$ cat src/rtl/frame_decoder_pkg.sv
package frame_decoder_pkg;

    // ------------------------------------------------------------------------
    // stream and port geometry
    // ------------------------------------------------------------------------
    localparam int data_bytes  = 4;
    localparam int num_ports   = 14;
    localparam int label_base  = 1;
    localparam int hdr_beats   = 4;
    localparam int align_depth = 2;

    typedef logic [31:0]          fill_level_t;
    typedef logic [num_ports-1:0] port_sel_t;

    // congestion marking
    localparam fill_level_t fill_alert_threshold = 32'd3000;
    localparam logic [7:0]  ecn_mark             = 8'h01;

    // keep is contiguous from byte 0
    typedef struct packed {
        logic [8*data_bytes-1:0] data;
        logic [data_bytes-1:0]   keep;
        logic                    last;
    } axis_beat_t;

    typedef struct packed {
        logic [47:0] dst_mac;
        logic [47:0] src_mac;
        logic [15:0] length_type;
        logic [7:0]  ecn;
        logic [7:0]  label;
    } frame_header_t;

endpackage

$ cat src/rtl/beat_counter.sv
`timescale 1ns/1ps

module beat_counter (
    input  logic       glb_clk,
    input  logic       glb_areset_n,
    input  logic       count_clear,
    input  logic       count_advance,
    output logic [1:0] beat_count
);
    import frame_decoder_pkg::*;

    // index of the header beat in flight, shared by capture and emit
    always_ff @(posedge glb_clk or negedge glb_areset_n) begin
        if (!glb_areset_n) begin
            beat_count <= '0;
        end else if (count_clear) begin
            beat_count <= '0;
        end else if (count_advance) begin
            beat_count <= beat_count + 2'd1;
        end
    end

endmodule

$ cat src/rtl/frame_fsm.sv
`timescale 1ns/1ps

module frame_fsm (
    input  logic       glb_clk,
    input  logic       glb_areset_n,
    input  logic       s_tvalid,
    input  logic       s_last,
    input  logic [1:0] beat_count,
    input  logic       m_tready,
    input  logic       aligned_last,
    output logic       s_tready,
    output logic       count_clear,
    output logic       count_advance,
    output logic       capture_en,
    output logic       emit_header,
    output logic       emit_payload,
    output logic       realign_en,
    output logic       frame_active
);
    import frame_decoder_pkg::*;

    typedef enum logic [2:0] {
        st_idle,
        st_hdr_in,
        st_hdr_out,
        st_pay_out,
        st_drain,
        st_close
    } state_t;

    localparam logic [1:0] last_hdr_beat = 2'(hdr_beats - 1);

    state_t state;
    state_t state_next;
    logic   accept;
    logic   hdr_end;

    assign accept  = s_tvalid & s_tready;
    assign hdr_end = (beat_count == last_hdr_beat);

    // ------------------------------------------------------------------------
    // state register and transitions
    // ------------------------------------------------------------------------
    always_ff @(posedge glb_clk or negedge glb_areset_n) begin
        if (!glb_areset_n) begin
            state <= st_idle;
        end else begin
            state <= state_next;
        end
    end

    always_comb begin
        state_next = state;
        case (state)
            st_idle: begin
                if (accept && !s_last) begin
                    state_next = st_hdr_in;
                end
            end
            st_hdr_in: begin
                // destination ready is looked at once, on header beat 3
                if (accept && s_last) begin
                    state_next = st_idle;
                end else if (accept && hdr_end) begin
                    state_next = m_tready ? st_hdr_out : st_drain;
                end
            end
            st_hdr_out: begin
                if (hdr_end) begin
                    state_next = st_pay_out;
                end
            end
            st_pay_out: begin
                if (aligned_last) begin
                    state_next = st_close;
                end
            end
            st_drain: begin
                if (accept && s_last) begin
                    state_next = st_idle;
                end
            end
            st_close: state_next = st_idle;
            default:  state_next = st_idle;
        endcase
    end

    // ------------------------------------------------------------------------
    // datapath steering
    // ------------------------------------------------------------------------
    assign capture_en    = accept & ((state == st_idle) | (state == st_hdr_in));
    assign emit_header   = (state == st_hdr_out);
    assign emit_payload  = (state == st_pay_out);
    assign realign_en    = emit_header | emit_payload;
    assign frame_active  = emit_header | emit_payload | (state == st_close);
    assign count_advance = capture_en | emit_header;
    assign count_clear   = (capture_en & (s_last | hdr_end)) | (emit_header & hdr_end);

    // input ready drops once last is in, back up when output is done
    always_ff @(posedge glb_clk or negedge glb_areset_n) begin
        if (!glb_areset_n) begin
            s_tready <= 1'b0;
        end else if (accept && s_last) begin
            s_tready <= 1'b0;
        end else if (state == st_idle || state == st_close) begin
            s_tready <= 1'b1;
        end
    end

endmodule

$ cat src/rtl/header_capture.sv
`timescale 1ns/1ps

module header_capture (
    input  logic                            glb_clk,
    input  logic                            glb_areset_n,
    input  logic                            capture_en,
    input  logic [1:0]                      beat_count,
    input  logic [31:0]                     s_data,
    input  frame_decoder_pkg::fill_level_t  fill_levels [frame_decoder_pkg::num_ports],
    input  logic                            frame_active,
    output frame_decoder_pkg::frame_header_t header,
    output frame_decoder_pkg::port_sel_t    port_sel
);
    import frame_decoder_pkg::*;

    localparam int idx_w = $clog2(num_ports);

    logic [47:0]      dst_mac;
    logic [47:0]      src_mac;
    logic [15:0]      length_type;
    logic [7:0]       ecn_rx;
    logic [7:0]       label;
    logic [7:0]       port_off;
    logic             label_ok;
    logic [idx_w-1:0] port_idx;
    fill_level_t      port_fill;
    logic             congested;

    // ------------------------------------------------------------------------
    // field capture, one header beat per accept
    // ------------------------------------------------------------------------
    always_ff @(posedge glb_clk) begin
        if (capture_en) begin
            case (beat_count)
                2'd0: dst_mac[31:0] <= s_data;
                2'd1: begin
                    dst_mac[47:32] <= s_data[15:0];
                    src_mac[15:0]  <= s_data[31:16];
                end
                2'd2: src_mac[47:16] <= s_data;
                default: begin
                    length_type <= s_data[15:0];
                    ecn_rx      <= s_data[23:16];
                end
            endcase
        end
    end

    always_ff @(posedge glb_clk or negedge glb_areset_n) begin
        if (!glb_areset_n) begin
            label <= '0;
        end else if (capture_en && beat_count == 2'd3) begin
            label <= s_data[31:24];
        end
    end

    // ------------------------------------------------------------------------
    // port decode and ECN marking
    // ------------------------------------------------------------------------
    // labels below base wrap to a large offset
    assign port_off  = label - 8'(label_base);
    assign label_ok  = (port_off < 8'(num_ports));
    assign port_idx  = port_off[idx_w-1:0];
    assign port_fill = label_ok ? fill_levels[port_idx] : '0;
    assign congested = label_ok && (port_fill > fill_alert_threshold);

    assign port_sel = (label_ok && frame_active) ? (port_sel_t'(1) << port_idx) : '0;

    assign header.dst_mac     = dst_mac;
    assign header.src_mac     = src_mac;
    assign header.length_type = length_type;
    assign header.ecn         = congested ? ecn_mark : ecn_rx;
    assign header.label       = label;

endmodule

$ cat src/rtl/payload_realigner.sv
`timescale 1ns/1ps

module payload_realigner (
    input  logic                          glb_clk,
    input  logic                          glb_areset_n,
    input  logic                          realign_en,
    input  logic                          s_tvalid,
    input  frame_decoder_pkg::axis_beat_t s_beat,
    output logic [7:0]                    l0,
    output frame_decoder_pkg::axis_beat_t aligned,
    output logic                          aligned_valid,
    output logic                          aligned_last
);
    import frame_decoder_pkg::*;

    logic                      have_l0;
    logic                      tail_pend;
    logic                      tail_done;
    logic                      take;
    logic [8*data_bytes-9:0]   upper;
    logic [data_bytes-1:0]     tail_keep;
    axis_beat_t                join_beat;
    logic                      join_valid;
    axis_beat_t                dly_beat [align_depth];
    logic [align_depth-1:0]    dly_valid;

    // nothing is taken once last has been seen
    assign take = realign_en & s_tvalid & ~tail_done & ~tail_pend;

    // ------------------------------------------------------------------------
    // byte shift control
    // ------------------------------------------------------------------------
    always_ff @(posedge glb_clk or negedge glb_areset_n) begin
        if (!glb_areset_n) begin
            have_l0    <= 1'b0;
            tail_pend  <= 1'b0;
            tail_done  <= 1'b0;
            join_valid <= 1'b0;
        end else if (!realign_en) begin
            have_l0    <= 1'b0;
            tail_pend  <= 1'b0;
            tail_done  <= 1'b0;
            join_valid <= 1'b0;
        end else begin
            join_valid <= 1'b0;
            if (tail_pend) begin
                // closing beat with the leftover bytes
                join_valid <= 1'b1;
                tail_pend  <= 1'b0;
                tail_done  <= 1'b1;
            end else if (take && !have_l0) begin
                have_l0 <= 1'b1;
            end else if (take) begin
                join_valid <= 1'b1;
                if (s_beat.last && s_beat.keep[1]) begin
                    tail_pend <= 1'b1;
                end else if (s_beat.last) begin
                    tail_done <= 1'b1;
                end
            end
        end
    end

    always_ff @(posedge glb_clk) begin
        if (tail_pend) begin
            join_beat.data <= {8'h00, upper};
            join_beat.keep <= tail_keep;
            join_beat.last <= 1'b1;
        end else if (take && have_l0) begin
            join_beat.data <= {s_beat.data[7:0], upper};
            join_beat.keep <= '1;
            join_beat.last <= s_beat.last & ~s_beat.keep[1];
            upper          <= s_beat.data[8*data_bytes-1:8];
            tail_keep      <= {1'b0, s_beat.keep[data_bytes-1:1]};
        end else if (take) begin
            l0    <= s_beat.data[7:0];
            upper <= s_beat.data[8*data_bytes-1:8];
        end
    end

    // ------------------------------------------------------------------------
    // delay line behind the header words
    // ------------------------------------------------------------------------
    always_ff @(posedge glb_clk or negedge glb_areset_n) begin
        if (!glb_areset_n) begin
            dly_valid <= '0;
        end else begin
            dly_valid <= {dly_valid[align_depth-2:0], join_valid};
        end
    end

    always_ff @(posedge glb_clk) begin
        dly_beat[0] <= join_beat;
        for (int i = 1; i < align_depth; i++) begin
            dly_beat[i] <= dly_beat[i-1];
        end
    end

    assign aligned       = dly_beat[align_depth-1];
    assign aligned_valid = dly_valid[align_depth-1];
    assign aligned_last  = aligned_valid & aligned.last;

endmodule

$ cat src/rtl/frame_emitter.sv
`timescale 1ns/1ps

module frame_emitter (
    input  logic                            glb_clk,
    input  logic                            glb_areset_n,
    input  logic                            emit_header,
    input  logic                            emit_payload,
    input  logic [1:0]                      beat_count,
    input  frame_decoder_pkg::frame_header_t header,
    input  logic [7:0]                      l0,
    input  frame_decoder_pkg::axis_beat_t   aligned,
    output logic                            m_tvalid,
    output frame_decoder_pkg::axis_beat_t   m_beat
);
    import frame_decoder_pkg::*;

    logic [8*data_bytes-1:0] hdr_word;

    // rebuilt header, L0 moves up into word 3
    always_comb begin
        case (beat_count)
            2'd0:    hdr_word = header.dst_mac[31:0];
            2'd1:    hdr_word = {header.src_mac[15:0], header.dst_mac[47:32]};
            2'd2:    hdr_word = header.src_mac[47:16];
            default: hdr_word = {l0, header.ecn, header.length_type};
        endcase
    end

    always_ff @(posedge glb_clk or negedge glb_areset_n) begin
        if (!glb_areset_n) begin
            m_tvalid <= 1'b0;
            m_beat   <= '0;
        end else if (emit_header) begin
            m_tvalid    <= 1'b1;
            m_beat.data <= hdr_word;
            m_beat.keep <= '1;
            m_beat.last <= 1'b0;
        end else if (emit_payload) begin
            m_tvalid <= 1'b1;
            m_beat   <= aligned;
        end else begin
            m_tvalid <= 1'b0;
            m_beat   <= '0;
        end
    end

endmodule

$ cat src/rtl/frame_decoder.sv
`timescale 1ns/1ps

module frame_decoder (
    input  logic                           glb_clk,
    input  logic                           glb_areset_n,
    input  logic                           s_tvalid,
    output logic                           s_tready,
    input  frame_decoder_pkg::axis_beat_t  s_beat,
    output logic                           m_tvalid,
    input  logic                           m_tready,
    output frame_decoder_pkg::axis_beat_t  m_beat,
    input  frame_decoder_pkg::fill_level_t fill_levels [frame_decoder_pkg::num_ports],
    output frame_decoder_pkg::port_sel_t   port_sel
);
    import frame_decoder_pkg::*;

    logic          count_clear;
    logic          count_advance;
    logic          capture_en;
    logic          emit_header;
    logic          emit_payload;
    logic          realign_en;
    logic          frame_active;
    logic [1:0]    beat_count;
    frame_header_t header;
    logic [7:0]    l0;
    axis_beat_t    aligned;
    logic          aligned_last;

    frame_fsm u_fsm (
        .glb_clk      (glb_clk),
        .glb_areset_n (glb_areset_n),
        .s_tvalid     (s_tvalid),
        .s_last       (s_beat.last),
        .beat_count   (beat_count),
        .m_tready     (m_tready),
        .aligned_last (aligned_last),
        .s_tready     (s_tready),
        .count_clear  (count_clear),
        .count_advance(count_advance),
        .capture_en   (capture_en),
        .emit_header  (emit_header),
        .emit_payload (emit_payload),
        .realign_en   (realign_en),
        .frame_active (frame_active)
    );

    beat_counter u_counter (
        .glb_clk      (glb_clk),
        .glb_areset_n (glb_areset_n),
        .count_clear  (count_clear),
        .count_advance(count_advance),
        .beat_count   (beat_count)
    );

    header_capture u_capture (
        .glb_clk      (glb_clk),
        .glb_areset_n (glb_areset_n),
        .capture_en   (capture_en),
        .beat_count   (beat_count),
        .s_data       (s_beat.data),
        .fill_levels  (fill_levels),
        .frame_active (frame_active),
        .header       (header),
        .port_sel     (port_sel)
    );

    payload_realigner u_realigner (
        .glb_clk      (glb_clk),
        .glb_areset_n (glb_areset_n),
        .realign_en   (realign_en),
        .s_tvalid     (s_tvalid),
        .s_beat       (s_beat),
        .l0           (l0),
        .aligned      (aligned),
        .aligned_valid(),
        .aligned_last (aligned_last)
    );

    frame_emitter u_emitter (
        .glb_clk      (glb_clk),
        .glb_areset_n (glb_areset_n),
        .emit_header  (emit_header),
        .emit_payload (emit_payload),
        .beat_count   (beat_count),
        .header       (header),
        .l0           (l0),
        .aligned      (aligned),
        .m_tvalid     (m_tvalid),
        .m_beat       (m_beat)
    );

endmodule

$ cat config.mk
export PLATFORM = sky130hd
export DESIGN_NAME = frame_decoder
export DESIGN_NICKNAME = d
export VERILOG_FILES = /design/src/rtl/frame_decoder_pkg.sv /design/src/rtl/beat_counter.sv /design/src/rtl/frame_fsm.sv /design/src/rtl/header_capture.sv /design/src/rtl/payload_realigner.sv /design/src/rtl/frame_emitter.sv /design/src/rtl/frame_decoder.sv
export SDC_FILE = /design/constraint.sdc
export NUM_CORES = 1
export LEC_CHECK = 0
export BUFFER_PORTS_ARGS = -buffer_cell sky130_fd_sc_hd__buf_2
export CAP_MARGIN = 25
export CORE_AREA = 2 2 212 214
export CTS_BUF_LIST = sky130_fd_sc_hd__clkbuf_8
export DETAILED_ROUTE_END_ITERATION = 8
export DIE_AREA = 0 0 214 216
export GPL_TIMING_DRIVEN = 0
export SYNTH_ARGS = -nofsm -noshare
export SYNTH_HDL_FRONTEND = slang
export SYNTH_SLANG_ARGS = --single-unit
$ cat constraint.sdc
create_clock -name glb_clk -period 8.7 [get_ports glb_clk]
set_clock_uncertainty 0.15 [all_clocks]
set_input_delay 1.74 -clock glb_clk [delete_from_list [all_inputs] [get_ports glb_clk]]
set_output_delay 1.74 -clock glb_clk [all_outputs]
set_load 0.1 [all_outputs]
==> results.yml <==
final_layout:
  stdcell_count: 2261
  syn2layout_area_growth_pct: 35.5
  final_util_pct: 39.6
  nets: 2125
  stdcell_area_sq_um: 17300
  post_route_cells_drive_above_1_share_pct: 39.8
synth:
  syn_area_sq_um: 12800
  ys_types: 59
  netlist_top_cells_area: "edfxtp_1 (43%), dfxtp_1 (13%), dfrtp_1 (11%)"
  async_flop_share_pct: 17.9
  synth_seq_cells: 324
  synth_common_cells: "edfxtp_1 (183), nor2_1 (119), a21oi_1 (87), dfxtp_1 (83), nor4_1 (65)"
  synth_area_per_cell_sq_um: 12.4
  yosys_most_used_dff: "edfxtp_1"
  yosysSeqAreaShare_pct: 67.2
  ys_warn_count: 0
  synthesis.nets: 1527
  yosysMostFrequentCell: "edfxtp_1"
  synthCells: 1029
  synth_edf_count: 183
  yosys.area.top_type: "edfxtp_1"
  synth_top_area_share_pct: 42.9
worst_setup_path:
  cp_top_family: "buffers and inverters"
  worstPathMaxFanout: 10
  cp.buffers_inverters: 7
  cp-start-kind: "register"
  path_class: "register to primary output"
  cp_slowest_cell: "ha_1"
  end_kind: "primary output"
  slowest_delay_ps: 740
  path_cells: "buf_6 > buf_6 > inv_1 > ha_1 > buf_2 > buf_2 > nor2_1 > or4_1 > buf_2 > nand2b_4 > nor2_1 > and2_1 > buf_2"
  arrival_ps: 5380
  cp.required_ps: 6810
  path_common_cell: "buf_2"
place:
  place.gp.congestion: 1.02
  port_buffers: 539
  dpl.hpwl_mm: 45.9
  dp.cells: 2167
  postPlaceCellArea_sq_um: 16300
  pre_cts_ws_ps: 1940
clocking:
  cts_root_buf: "clkbuf_8"
  cts_setup_buffers: 0
  hold_buffers: 0
  clkTransAtPathRegs_ps: 70
  insertion_delay_ps: 550
  numCtsBuffers: 50
  cts_tree: "done"
  cts.sink_count: 324
  cts.path.max_buffers: 3
  cts_max_level: 2
  cts.repair.resized: 0
grt:
  grt_overflow: 0
  grt-busiest-layer: "met2"
  met2_usage_pct: 39.6
  use_met3_pct: 3.99
  grtUsageTotal_pct: 23.6
  grt_pass1_vias: 11252
  grt_pass1_wl_mm: 78.1
  grtUsageMet1_pct: 30.7
  antenna_found_initial: 10
  grt_max_degree: 33
route:
  drc_errors: 0
  drtIter0Drc: 880
  first_pass_iters: 5
  vias_per_cell: 4.88
  wl_per_cell_um: 24.6
  antenna_left: 0
  vias: 11026
  finalWirelength_mm: 55.7
sta:
  setup_ws_ps: 1430
  hold_viol: 0
  drv_slew: 0
  worst-slew-pin-transition_ps: 1080
  setup_viol: 0
  fmax_ghz: 0.138
  timing.final.crit_share_pct: 83.5
  period_needed_ps: 7270
  slew_headroom_pct: 27.3
  rsz0062_at_grt: "false"
  hold_slack_ps: 169
  setup-tns-final_ps: 0
floorplan:
  die_area_sq_um: 46200
  ios: 542
  die_h_um: 216
  rows: 77
  coreArea_sq_um: 43800
  start_util_pct: 29.2
  die_width_um: 214
power:
  p_seq_share_pct: 53.7
  clockPowerShare_pct: 40.3
  swShare_pct: 21.3
  pwr-share-comb_pct: 6.0
  p_total_mw: 3.01
  intPower_mw: 2.37
  p_leak_nw: 7.45
  ir_drop_mv: 0.119
  p_per_area_nw_per_um2: 174
  p_switching_uw: 643
job:
  max_cap_violations: 0
run_status:
  status: "finished, final reports clean"
min_path:
  min_path_type: "register to register"
[metal layers]
layer | up-vias | part of all wire [%]
met3 | 71 | 5.9
met2 | 528 | 48
met1 | 5304 | 43
met5 | - | 0.054
met4 | 6 | 3.4
li1 | 5117 | -
[final cells by class]
type | count | area [sq um]
clock buffers | 64 | 881
inverters | 18 | 67.6
fillers | 4307 | 26500
clock inverters | 28 | 116
well taps | 592 | 741
plain buffers | 60 | 262
flip-flops and latches | 324 | 8610
diodes | 2 | 5.00
multi-input cells | 627 | 3880
repair buffers | 546 | 2790
[registers in the layout, summed over array words and instances, names as in the netlist, 2 cells and up]
signal	cells
u_fsm.state	3
u_emitter.m_beat	37
u_realigner.tail_keep	3
u_capture.dst_mac	48
u_realigner.l0	8
u_realigner.dly_beat	74
u_capture.src_mac	48
u_counter.beat_count	2
u_capture.ecn_rx	8
u_realigner.upper	24
u_realigner.dly_valid	2
u_capture.length_type	16
u_realigner.join_beat	37
u_capture.label	8
[cell usage in the layout (no fill, tap or decap), types with 25 or more instances in the layout]
| cell type | instances |
|---|---|
| clkbuf_8 | 64 |
| nor4_1 | 64 |
| a222oi_1 | 31 |
| inv_1 | 38 |
| edfxtp_1 | 183 |
| a21oi_1 | 87 |
| nor2_1 | 119 |
| nor3_1 | 25 |
| nor2b_1 | 26 |
| nand2_1 | 63 |
| dfrtp_1 | 58 |
| clkbuf_1 | 39 |
| buf_2 | 552 |
| dfxtp_1 | 83 |
[cells by family after synthesis]
| logic type | Yosys count | synth area share, % |
|---|---|---|
| muxes | 27 | 3.65 |
| adders and majority gates | 9 | 0.880 |
| xor gates and xnor gates | 4 | 0.274 |
| buffers and inverters | 78 | 2.57 |
| and+or+nand+nor | 380 | 14.9 |
| DFF | 324 | 67.2 |
| AOI/OAI and AO/OA | 207 | 10.5 |
[power groups by stage]
stage | combinational (mW) | sequential (mW) | clock, mW
floorplan | 0.0237 | 1.65 | 0
global placement | 0.177 | 1.65 | 0
detailed placement | 0.181 | 1.65 | 0
CTS | 0.182 | 1.62 | 1.24
global route | 0.194 | 1.62 | 1.31
finish | 0.181 | 1.62 | 1.21
[final timing paths]
check	cells after the start	startpoint	slack, ps	endpoint
setup / recovery	13	u_capture.label[0]$_DFFE_PN0P_	1430	port_sel[0]
hold / removal	0	u_realigner.dly_beat[0][8]$_DFF_P_	170	u_realigner.dly_beat[0][45]$_DFF_P_
setup reg to reg	13	u_capture.label[0]$_DFFE_PN0P_	3240	u_emitter.m_beat[24]$_DFF_PN0_
hold reg to reg	0	u_realigner.dly_beat[0][8]$_DFF_P_	170	u_realigner.dly_beat[0][45]$_DFF_P_
max in group asynchronous	2	glb_areset_n	6680	u_capture.label[4]$_DFFE_PN0P_
min in group asynchronous	1	glb_areset_n	1090	u_emitter.m_beat[32]$_DFF_PN0_
Power figures use the tool's default switching activity.
